File: config.mk
export PLATFORM = sky130hd
export DESIGN_NAME = manager
export DESIGN_NICKNAME = d
export VERILOG_FILES = /design/src/mgr_pkg.sv /design/src/wu_stream_if.sv /design/src/manager.sv /design/src/oob_downstream_cntl.sv /design/src/wu_fifo.sv /design/src/wu_fetch.sv
export SDC_FILE = /design/constraint.sdc
export NUM_CORES = 2
export LEC_CHECK = 0
export ABC_AREA = 1
export BUFFER_PORTS_ARGS = -buffer_cell sky130_fd_sc_hd__buf_2
export CORE_ASPECT_RATIO = 1.25
export CORE_MARGIN = 2
export CORE_UTILIZATION = 45
export CTS_CLUSTER_SIZE = 25
export DETAILED_ROUTE_END_ITERATION = 10
export PLACE_DENSITY = 0.66
export RECOVER_POWER = 50
export SYNTH_ARGS = -nofsm -noshare
export SYNTH_HDL_FRONTEND = slang
export SYNTH_SLANG_ARGS = --single-unit
File: constraint.sdc
create_clock -name clk -period 4 [get_ports clk]
set_input_delay 0.8 -clock clk [delete_from_list [all_inputs] [get_ports clk]]
set_output_delay 0.8 -clock clk [all_outputs]
set_load 0.01 [all_outputs]
File: src/mgr_pkg.sv
// Manager shared definitions

package mgr_pkg;

  //----------------------------------------
  // Work-unit memory geometry
  //----------------------------------------
  localparam int wu_addr_w = 6;                 // Word address width
  localparam int wu_depth  = 1 << wu_addr_w;    // 64 instruction words
  localparam int inst_w    = 32;                // One instruction per word

  // Instruction field widths
  localparam int op_w    = 2;
  localparam int tag_w   = 4;
  localparam int lanes_w = 6;                   // Lane count
  localparam int cmd_w   = 10;                  // Streaming op and SIMD commands

  // Instruction kinds, code 3 is reserved and skipped like a nop
  localparam logic [op_w-1:0] op_nop = 2'd0;
  localparam logic [op_w-1:0] op_op  = 2'd1;
  localparam logic [op_w-1:0] op_end = 2'd2;    // Closes the work-unit

  // Packed instruction word, op in the top bits
  typedef struct packed {
    logic [op_w-1:0]    op;
    logic [tag_w-1:0]   tag;        // Travels with every OOB beat
    logic [lanes_w-1:0] num_lanes;
    logic [cmd_w-1:0]   stop_cmd;   // Streaming operation command
    logic [cmd_w-1:0]   simd_cmd;
  } mgr_inst_t;

  //----------------------------------------
  // Stack bus delimiters
  //----------------------------------------
  typedef logic [1:0] cntl_t;

  localparam cntl_t cntl_sod = 2'd1;            // Start of data
  localparam cntl_t cntl_mod = 2'd2;            // Middle of data
  localparam cntl_t cntl_eod = 2'd3;            // End of data

  // OOB beat types, one per configuration field
  typedef logic [1:0] oob_type_t;

  localparam oob_type_t oob_num_lanes = 2'd0;
  localparam oob_type_t oob_stop_cmd  = 2'd1;
  localparam oob_type_t oob_simd_cmd  = 2'd2;

  // OOB data is tag over a zero-extended field value
  localparam int oob_data_w = 16;
  localparam int oob_val_w  = oob_data_w - tag_w;

  // Three beats per packet, counter runs 0 to 2
  localparam logic [1:0] oob_last_beat = 2'd2;

  //----------------------------------------
  // Buffering
  //----------------------------------------
  localparam int fifo_depth_dflt = 4;           // Instructions between fetch and OOB

endpackage
File: src/wu_stream_if.sv
// Instruction stream interface

`timescale 1ns/1ns

interface wu_stream_if import mgr_pkg::*; #(
  parameter type payload_t = mgr_inst_t         // Item carried per transfer
);

  logic     valid;     // Item on the bus
  logic     ready;     // Sink can take it
  payload_t payload;
  logic     last;      // Last operation of the work-unit

  // Transfer on any edge with valid and ready high
  // Valid, payload and last hold steady until then

  // Producer side
  modport src (
    output valid,
    output payload,
    output last,
    input  ready
  );

  // Consumer side
  modport dst (
    input  valid,
    input  payload,
    input  last,
    output ready
  );

endinterface

File: src/manager.sv
// Cortical processor manager top

`timescale 1ns/1ns

module manager import mgr_pkg::*; (
  input  logic                  clk,
  input  logic                  reset,

  // Work-unit memory load
  input  logic                  wu_wr_en,
  input  logic [wu_addr_w-1:0]  wu_wr_addr,
  input  logic [inst_w-1:0]     wu_wr_data,

  // Work-unit start
  input  logic                  start,
  input  logic [wu_addr_w-1:0]  start_addr,
  output logic                  busy,        // Falls when the work-unit is done

  // Stack bus, OOB downstream
  output logic                  oob_valid,
  input  logic                  oob_ready,
  output cntl_t                 oob_cntl,
  output oob_type_t             oob_type,
  output logic [oob_data_w-1:0] oob_data
);

  logic fetching;
  logic fifo_empty;
  logic oob_idle;
  logic start_ok;
  logic wr_ok;

  wu_stream_if fetch_q ();                  // Fetch to buffer
  wu_stream_if oob_q ();                    // Buffer to transmitter

  // Busy while any stage still holds part of the work-unit
  assign busy = fetching || !fifo_empty || !oob_idle;

  assign start_ok = start && !busy;         // Start only when quiet
  assign wr_ok    = wu_wr_en && !busy;      // Memory frozen while running

  //----------------------------------------
  // Fetch
  //----------------------------------------
  wu_fetch u_wu_fetch (
    .clk        (clk),
    .reset      (reset),
    .start      (start_ok),
    .start_addr (start_addr),
    .wu_wr_en   (wr_ok),
    .wu_wr_addr (wu_wr_addr),
    .wu_wr_data (mgr_inst_t'(wu_wr_data)),
    .fetching   (fetching),
    .fetch_q    (fetch_q)
  );

  // Instruction buffer
  wu_fifo #(
    .payload_t (mgr_inst_t),
    .depth     (fifo_depth_dflt)
  ) u_wu_fifo (
    .clk   (clk),
    .reset (reset),
    .in_q  (fetch_q),
    .out_q (oob_q),
    .empty (fifo_empty)
  );

  //----------------------------------------
  // OOB transmitter
  //----------------------------------------
  oob_downstream_cntl u_oob_downstream_cntl (
    .clk       (clk),
    .reset     (reset),
    .inst_q    (oob_q),
    .oob_valid (oob_valid),
    .oob_ready (oob_ready),
    .oob_cntl  (oob_cntl),
    .oob_type  (oob_type),
    .oob_data  (oob_data),
    .idle      (oob_idle)
  );

endmodule

File: src/oob_downstream_cntl.sv
// OOB downstream transmitter

`timescale 1ns/1ns

module oob_downstream_cntl import mgr_pkg::*; (
  input  logic                  clk,
  input  logic                  reset,
  wu_stream_if.dst              inst_q,     // Instructions from the buffer
  output logic                  oob_valid,
  input  logic                  oob_ready,
  output cntl_t                 oob_cntl,
  output oob_type_t             oob_type,
  output logic [oob_data_w-1:0] oob_data,
  output logic                  idle        // Nothing held or pending
);

  mgr_inst_t inst;                          // Instruction being sent
  logic      hold_vld;
  logic      wu_open;                       // Work-unit has more ops to come
  logic [1:0] beat;                         // 0 lanes, 1 stop, 2 simd
  logic      accept;
  logic      pkt_done;

  logic [oob_val_w-1:0] beat_val;

  // Last beat taken this edge, new item can load behind it
  assign pkt_done = hold_vld && oob_ready && (beat == oob_last_beat);

  assign inst_q.ready = !hold_vld || pkt_done;
  assign accept       = inst_q.valid && inst_q.ready;

  //----------------------------------------
  // Beat sequencing
  //----------------------------------------
  always_ff @(posedge clk) begin
    if (reset) begin
      hold_vld <= 1'b0;
      beat     <= '0;
      wu_open  <= 1'b0;
    end else begin
      if (accept) begin
        hold_vld <= 1'b1;
        beat     <= '0;
        wu_open  <= !inst_q.last;           // Closed by the last op
      end else if (pkt_done) begin
        hold_vld <= 1'b0;
        beat     <= '0;
      end else if (hold_vld && oob_ready) begin
        beat <= beat + 1'b1;
      end
    end
  end

  always_ff @(posedge clk) begin
    if (accept)
      inst <= inst_q.payload;
  end

  // Field decode per beat
  always_comb begin
    case (beat)
      2'd0: begin
        oob_cntl = cntl_sod;
        oob_type = oob_num_lanes;
        beat_val = oob_val_w'(inst.num_lanes);
      end
      2'd1: begin
        oob_cntl = cntl_mod;
        oob_type = oob_stop_cmd;
        beat_val = oob_val_w'(inst.stop_cmd);
      end
      default: begin
        oob_cntl = cntl_eod;
        oob_type = oob_simd_cmd;
        beat_val = oob_val_w'(inst.simd_cmd);
      end
    endcase
  end

  assign oob_data  = {inst.tag, beat_val};  // Tag in the top bits
  assign oob_valid = hold_vld;

  assign idle = !hold_vld && !wu_open;

endmodule

File: src/wu_fifo.sv
// Instruction buffer

`timescale 1ns/1ns

module wu_fifo import mgr_pkg::*; #(
  parameter type payload_t = mgr_inst_t,
  parameter int  depth     = fifo_depth_dflt   // At least 2
) (
  input  logic     clk,
  input  logic     reset,
  wu_stream_if.dst in_q,        // From fetch
  wu_stream_if.src out_q,       // To the OOB transmitter
  output logic     empty
);

  // Payload and last share one entry
  typedef struct packed {
    logic     last;
    payload_t payload;
  } entry_t;

  typedef logic [$clog2(depth)-1:0]   ptr_t;
  typedef logic [$clog2(depth+1)-1:0] cnt_t;

  entry_t fifo_mem [depth];
  ptr_t   wr_ptr;
  ptr_t   rd_ptr;
  cnt_t   count;                // Entries held
  logic   push;
  logic   pop;

  // Pointer step with wrap for any depth
  function automatic ptr_t ptr_inc(input ptr_t p);
    return (p == ptr_t'(depth - 1)) ? '0 : p + 1'b1;
  endfunction

  assign push = in_q.valid && in_q.ready;
  assign pop  = out_q.valid && out_q.ready;

  assign in_q.ready = (count != cnt_t'(depth));     // Not full

  // Fall-through read side, head entry shown directly
  assign out_q.valid   = (count != '0);
  assign out_q.payload = fifo_mem[rd_ptr].payload;
  assign out_q.last    = fifo_mem[rd_ptr].last;

  assign empty = (count == '0);

  //----------------------------------------
  // Storage
  //----------------------------------------
  always_ff @(posedge clk) begin
    if (push) begin
      fifo_mem[wr_ptr].payload <= in_q.payload;
      fifo_mem[wr_ptr].last    <= in_q.last;
    end
  end

  // Pointers and count
  always_ff @(posedge clk) begin
    if (reset) begin
      wr_ptr <= '0;
      rd_ptr <= '0;
      count  <= '0;
    end else begin
      if (push)
        wr_ptr <= ptr_inc(wr_ptr);
      if (pop)
        rd_ptr <= ptr_inc(rd_ptr);
      case ({push, pop})
        2'b10:   count <= count + 1'b1;
        2'b01:   count <= count - 1'b1;
        default: ;                          // Both or neither, no change
      endcase
    end
  end

endmodule

File: src/wu_fetch.sv
// Work-unit fetch

`timescale 1ns/1ns

module wu_fetch import mgr_pkg::*; (
  input  logic                 clk,
  input  logic                 reset,
  input  logic                 start,       // Begin a work-unit
  input  logic [wu_addr_w-1:0] start_addr,
  input  logic                 wu_wr_en,    // Memory load port
  input  logic [wu_addr_w-1:0] wu_wr_addr,
  input  mgr_inst_t            wu_wr_data,
  output logic                 fetching,    // Work-unit still in fetch
  wu_stream_if.src             fetch_q      // Op words toward the buffer
);

  mgr_inst_t wu_mem [wu_depth];             // Work-unit instruction store

  logic                 active;             // Walking addresses
  logic [wu_addr_w-1:0] rd_addr;
  logic                 rd_en;

  // Read stage, one word from memory
  mgr_inst_t rd_word;
  logic      rd_vld;                        // rd_word not yet consumed
  logic      word_op;
  logic      word_end;
  logic      consume;

  // Candidate op, held back until we know if it is the last one
  mgr_inst_t cand;
  logic      cand_vld;

  // Output slot driving the stream
  mgr_inst_t out_word;
  logic      out_last;
  logic      out_vld;
  logic      slot_free;
  logic      load_out;

  //----------------------------------------
  // Memory, sync write and sync read
  //----------------------------------------
  always_ff @(posedge clk) begin
    if (wu_wr_en)
      wu_mem[wu_wr_addr] <= wu_wr_data;
    if (rd_en)
      rd_word <= wu_mem[rd_addr];           // One cycle read latency
  end

  // Word kind
  always_comb begin
    word_op  = 1'b0;
    word_end = 1'b0;
    case (rd_word.op)
      op_op:   word_op  = 1'b1;
      op_end:  word_end = 1'b1;
      op_nop:  ;                            // Dropped
      default: ;                            // Reserved code, dropped too
    endcase
  end

  assign slot_free = !out_vld || fetch_q.ready;   // Slot empties this edge

  // Nops always go, op and end need room when a candidate must move out
  assign consume  = rd_vld && (!(word_op || word_end) || !cand_vld || slot_free);
  assign load_out = consume && cand_vld && (word_op || word_end);

  // Next read only when the read stage frees up, never past the end word
  assign rd_en = active && !(consume && word_end) && (!rd_vld || consume);

  //----------------------------------------
  // Control
  //----------------------------------------
  always_ff @(posedge clk) begin
    if (reset) begin
      active   <= 1'b0;
      rd_addr  <= '0;
      rd_vld   <= 1'b0;
      cand_vld <= 1'b0;
      out_vld  <= 1'b0;
    end else begin
      if (start)
        active <= 1'b1;
      else if (consume && word_end)
        active <= 1'b0;                     // End word stops the walk

      if (start)
        rd_addr <= start_addr;
      else if (rd_en)
        rd_addr <= rd_addr + 1'b1;          // Wraps at wu_depth

      if (start)
        rd_vld <= 1'b0;
      else if (rd_en)
        rd_vld <= 1'b1;
      else if (consume)
        rd_vld <= 1'b0;

      if (start)
        cand_vld <= 1'b0;
      else if (consume && word_op)
        cand_vld <= 1'b1;
      else if (consume && word_end)
        cand_vld <= 1'b0;

      if (load_out)
        out_vld <= 1'b1;
      else if (fetch_q.ready)
        out_vld <= 1'b0;
    end
  end

  // Payload path
  always_ff @(posedge clk) begin
    if (consume && word_op)
      cand <= rd_word;
    if (load_out) begin
      out_word <= cand;
      out_last <= word_end;                 // Followed by end, so last op
    end
  end

  assign fetch_q.valid   = out_vld;
  assign fetch_q.payload = out_word;
  assign fetch_q.last    = out_last;

  assign fetching = active || out_vld;      // Covers the final push

endmodule

# After elaboration in Yosys (flattened, before gate mapping)

Memories as Yosys holds them, arrays and structs flattened. A register that Yosys moved wholly into a read port is not among the register bits.
Cells that the tools add are included.

Bits in registers: 116
Bits in writable memories: 2,180
Output and inout bits: 22
Logic and storage cells: 114
Memories: 2

Add/subtract/negate cells: 6
Equality and inequality tests: 9
Multiplexer cells: 25
Reductions and logical operators: 46

Memory list:

| name               | depth | width | read ports | clocked after memory_dff | write ports | line           | source |
|---|---|---|---|---|---|---|---|
| u_wu_fetch.wu_mem  | 64    | 32    | 1          | 1                        | 1           | wu_fetch.sv:17 | `mgr_inst_t wu_mem [wu_depth];` |
| u_wu_fifo.fifo_mem | 4     | 33    | 1          | 1                        | 1           | wu_fifo.sv:25  | `entry_t fifo_mem [depth];` |

Operators with widths:

| kind                  | count |
|---|---|
| $pmux W10 S2          | 1 |
| $mux W1               | 15 |
| $logic_and A1 B1 Y1   | 14 |
| $reduce_bool A2 Y1    | 7 |
| $mux W6               | 2 |
| $logic_not A1 Y1      | 11 |
| $eq A2 B2 Y1 const B  | 5 |
| $logic_or A1 B1 Y1    | 9 |
| $mux W2               | 4 |
| $pmux W2 S2           | 2 |
| $add A2 B1 Y2 const B | 3 |
| $add A6 B1 Y6 const B | 1 |
| $eq A2 B1 Y1 const B  | 3 |
| $pmux W3 S2           | 1 |
| $add A3 B1 Y3 const B | 1 |
| $logic_not A3 Y1      | 1 |
| $ne A3 B3 Y1 const B  | 1 |
| $reduce_bool A3 Y1    | 1 |
| $reduce_or A3 Y1      | 1 |
| $sub A3 B1 Y3 const B | 1 |
| $logic_not A2 Y1      | 1 |
| $reduce_or A2 Y1      | 1 |

# Depth between registers and ports, before layout

Depth in word-level cells: 13
Mapped depth: 15
Gate-level depth less buffers: 13

# By module

A second synthesis with hierarchy kept.

Cells, all modules: 8,395
Area, all modules: 95,148.8 µm²

By module, submodules not included:

| module              | instances | cells an instance | area each (µm²) | sequential area each (µm²) |
|---|---|---|---|---|
| wu_fetch            | 1         | 7,904             | 88,349.7        | 64,612.0 |
| wu_fifo             | 1         | 390               | 5,429.0         | 4,144.0 |
| oob_downstream_cntl | 1         | 95                | 1,341.3         | 980.9 |
| manager             | 1         | 6                 | 28.8            | 0.0 |

# Worst setup path before layout

OpenSTA, ideal clock, no wires.

Path kind: flip-flop to flip-flop
Start point: reg u_wu_fifo.count[0]
End point: mem u_wu_fetch.wu_mem[0][0] in the netlist's numbering (enable)
Library setup time: 0.421 ns
Arrival time: 2.662 ns
Setup slack: 0.917 ns
Stages on the path, launching flop included: 8
Path buffers: 0
Period minus slack after synthesis: 3.083 ns
Cell sequence: dfxtp_1 > nor2_2 > nand2_1 > nor3_4 > nand2_1 > nor2_2 > nand2_1 > nor2_1

Word-level cells in the longest chain between the ends: 8

Ends and longest elaborated chain:

| element                         | line           | source |
|---|---|---|
| start: declaration              | wu_fifo.sv:28  | `cnt_t count;` |
| start signal: assignment        | wu_fifo.sv:71  | `2'b10: count <= count + 1'b1;` |
| start signal: assignment        | wu_fifo.sv:72  | `2'b01: count <= count - 1'b1;` |
| $logic_not A3 Y1                | wu_fifo.sv:47  | `assign empty = (count == '0);` |
| $logic_not A1 Y1                | manager.sv:37  | `assign busy = fetching \|\| !fifo_empty \|\| !oob_idle;` |
| $logic_or A1 B1 Y1 (2 in a row) | manager.sv:37  |  |
| $logic_not A1 Y1                | manager.sv:40  | `assign wr_ok = wu_wr_en && !busy;` |
| $logic_and A1 B1 Y1             | manager.sv:40  |  |
| $mux W1                         | wu_fetch.sv:45 | `if (wu_wr_en)` |
| $mux W1 (not written as such)   | wu_fetch.sv:46 | `wu_mem[wu_wr_addr] <= wu_wr_data;` |
| end: declaration                | wu_fetch.sv:17 |  |

No other way between the ends.

# Worst setup path after layout

Start point: in wu_wr_data[4]
End point: mem u_wu_fetch.wu_mem[43][4] in the netlist's numbering (data pin)

RTL lines:

| element            | line          | source |
|---|---|---|
| start: declaration | manager.sv:12 | `input logic [inst_w-1:0] wu_wr_data,` |

No word-level cell before the write port.

==> results by group <==
Worst setup path
  – Slowest cell delay on critical path: 1.80 ns
  – Reg2Reg Setup Slack: 0.69 ns
  – CP max stage cell: clkbuf_1
  – Arrival time at the worst endpoint: 4.17 ns
  – Cell repeated most along the worst path: clkbuf_1
  – Crit path kind: in -> reg
  – Setup crit start kind: input pin
  – Largest fanout on the critical path: 34
  – Crit-path cells: clkbuf_1, clkbuf_1
  – Buffers and inverters on the worst path: 2
  – Critical path endpoint category: flip-flop
  – Worst EP required: 4.37 ns
  – Top Family by Delay on Critical Path: buffers and inverters

CTS
  – Post-CTS resize count: 0
  – Htree depth: 4
  – Clock insertion delay at the later pin of the skew report: 0.87 ns
  – Hold-fix buffers, CTS: 0
  – CTS clk-pin slew, worst paths: 0.06 ns
  – Root Buffer: clkbuf_16
  – Postcts setup bufs: 0
  – Cts bufs inserted: 216
  – CTS tree: yes
  – Clk sink count: 2318
  – Max clock buf depth: 3

STA
  – Final hold violation count: 0
  – Max Freq: 263.2 MHz
  – Slew HR: -1.709
  – Final Setup Violations: 0
  – Setup TNS: 0 ns
  – Clk_skew: 0.04439 ns
  – RSZ-0062 raised after global routing: false
  – Crit share post-route: 0.9497
  – Period minus WS final: 3.799 ns
  – Max-slew violations: 2004
  – Worst-margin pin slew: 4.064 ns

Drt
  – DRC Markers: 0
  – DRT Pass-1 Iters: 6
  – ANT nets after route: 0
  – Met3 wire len: 20.58 mm
  – Vias: 60.34k
  – Mean routed wirelength per cell: 23.61 um
  – Uppermost layer routed: met5
  – Via-to-Cell Ratio: 5.513
  – DR iter-0 viols: 7529
  – Met2 Wirelength: 123.3 mm
  – DRT met1 WL: 98.42 mm
  – Routed Wire Length: 258.4 mm

Power
  – Peak supply drop: 0.0007050 V
  – Pwr Density: 671.4 nW/um2
  – Leakage: 0.03754 uW

Global route
  – First-pass GRT wire length: 376.4 mm
  – Antenna violations before repair: 28
  – Grt ovf: 0
  – Largest net degree at the start of global routing: 177
  – GRT Total Usage: 0.2408
  – Vias in the first global route: 57.63k

Floorplan
  – # rows: 187
  – Die area: 211600 um2
  – Area of the core: 207100 um2
  – IO Count: 71
  – Die width: 411.8 um
  – Initial core utilization: 0.4519
  – Die Y: 513.8 um

Run status
  – Status: complete, but fails checks
  – Violated checks: capacitance limit, slew limit

Min path
  – HP Class: in -> reg

Cells and area
  – Synth-to-Final Area Change: 11.90%
  – Share of cells above drive strength 1: 0.07881
  – Layout fillers: 17.47k
  – Fin nets: 8084
  – Commonest non-fill, non-tap cell in the layout: edfxtp_1
  – Commonest cells after routing, fill and taps aside: edfxtp_1 (2295), nand2_1 (2002), nor2_1 (1169)
  – Final Util: 0.5056

Synthesis
  – FF+latch count, synth: 2318
  – Netlist cell types: 31
  – Avg Inst Size Synth: 11.72 um2
  – Seq/Total Area, Yosys: 0.7415
  – Mapped Area: 93560 um2
  – Synthesized netlist cell count: 7986
  – Yosys warns: 0

Placed design
  – Final HPWL DP: 149.6 mm
  – Placer Congestion: 0.9792
  – Port Buffers: 68

Flow run
  – Max Cap Viol: 42
sequential cells by signal, indices dropped and copies added, names as in the netlist, named ones only:
register / cells
u_oob_downstream_cntl.beat: 2
u_oob_downstream_cntl.inst: 26
u_oob_downstream_cntl.oob_data: 4
u_oob_downstream_cntl.oob_valid: 1
u_oob_downstream_cntl.wu_open: 1
u_wu_fetch.active: 1
u_wu_fetch.cand: 30
u_wu_fetch.cand_vld: 1
u_wu_fetch.fetch_q.last: 1
u_wu_fetch.fetch_q.payload: 30
u_wu_fetch.fetch_q.valid: 1
u_wu_fetch.rd_addr: 6
u_wu_fetch.rd_vld: 1
u_wu_fetch.rd_word: 32
u_wu_fetch.wu_mem: 2048
u_wu_fifo.count: 3
u_wu_fifo.fifo_mem: 124
u_wu_fifo.rd_ptr: 2
u_wu_fifo.wr_ptr: 2
layout make-up:
cell class                 instances  area (um2)  share of cell area
clock inverter                   121        1261             0.01205
clock buffer                     274        5767             0.05508
inverter                         325        1247             0.01192
multi-input combinational       4881       21160              0.2021
sequential                      2318       69390              0.6628
antenna                            8       20.02           0.0001912
timing repair buffer             278        2426             0.02317
tap                             2740        3428             0.03275
synth_stat cells:
| cell | number | area [um2] |
|---|---|---|
| or2_2 | 22 | 137.6 |
| dfxtp_1 | 23 | 460.4 |
| nand4_1 | 1 | 6.260 |
| buf_4 | 19 | 142.6 |
| a22oi_1 | 7 | 52.55 |
| dlygate4sd1_1 | 1 | 8.760 |
| nor2_2 | 3 | 18.77 |
| o22ai_1 | 30 | 187.7 |
| o21ai_0 | 549 | 2748 |
| buf_6 | 43 | 484.2 |
| xor2_1 | 4 | 35.03 |
| inv_1 | 320 | 1201 |
| conb_1 | 1 | 3.750 |
| buf_8 | 1 | 15.01 |
| a21oi_1 | 147 | 735.7 |
| inv_2 | 1 | 3.750 |
| nand3_2 | 6 | 60.06 |
| buf_1 | 38 | 142.6 |
| fa_1 | 1 | 20.02 |
| o211a_1 | 1 | 10.01 |
| clkinv_1 | 4 | 15.01 |
| a22o_1 | 4 | 35.03 |
| a211oi_1 | 1 | 7.510 |
| nand2_1 | 2003 | 7518 |
| clkbuf_1 | 229 | 859.6 |
| edfxtp_1 | 2295 | 68920 |
| nand3_1 | 848 | 4244 |
| buf_2 | 132 | 660.6 |
| nor2_1 | 1237 | 4643 |
| ha_1 | 14 | 175.2 |
| nor3_4 | 1 | 16.27 |
cells by family (layout without fill, tap and decap cells):
logic type	count (synthesis)	in the layout	synth area share
compound gates	739	739	0.04036
xor+xnor	4	4	0.0003744
buf+inv	788	998	0.03776
flops	2318	2318	0.7415
simple gates	4121	4121	0.1779
other cells	1	10	0.00004008
fa+ha+maj	15	15	0.002086
layer usage:
metal / track usage / up-vias
met1: 0.3066 / 29519
li1: - / 27500
met3: 0.03999 / 574
met4: 0.1335 / 14
met2: 0.3922 / 2737
met5: 0 / -
worst reg2reg max path, cell delays in order, from the launching register on:
cell and delay (ns):
dfxtp_1 0.33, nor2_2 0.18, nand2_1 0.14, nor3_4 0.49, nand2_1 0.21, nor2_2 0.24
nand3_2 0.50, buf_4 0.37, nor2_4 0.08, buf_4 0.40
per-stage QoR:
step	hold slack (ns)	std cells	area [um2]	power (uW)	setup slack (ns)
final	0.1974	10945	104700	70300	0.2011
after global routing	0.1849	10938	104700	73120	0.1600
after CTS	0.1388	10937	104900	70300	0.3521
after detailed placement	0.4045	10542	97860	50080	0.8537
after global placement	0.4018	10542	97860	49810	0.8123
after floorplan	0.4003	7987	93570	41560	0.9172
where the power goes:
group / switching, uW / total (uW) / internal, uW
sequential: 483 / 28100 / 27600
combinational: 16300 / 21800 / 5460
clock: 8980 / 20400 / 11400
total: 25800 / 70300 / 44500
worst paths after layout:
check / start / endpoint / cells past startpoint
setup / recovery: wu_wr_data[4] / u_wu_fetch.wu_mem[43][4]$_DFFE_PP_ / 2
hold / removal: reset / u_wu_fetch.active$_SDFFE_PP0P_ / 2
setup reg to reg: u_wu_fifo.count[0]$_SDFFE_PP0P_ / u_wu_fetch.wu_mem[44][24]$_DFFE_PP_ / 9
hold reg to reg: u_wu_fetch.cand[24]$_DFFE_PP_ / u_wu_fetch.fetch_q.payload[24]$_DFFE_PP_ / 0
No activity file was read; power rests on OpenSTA's default activity.
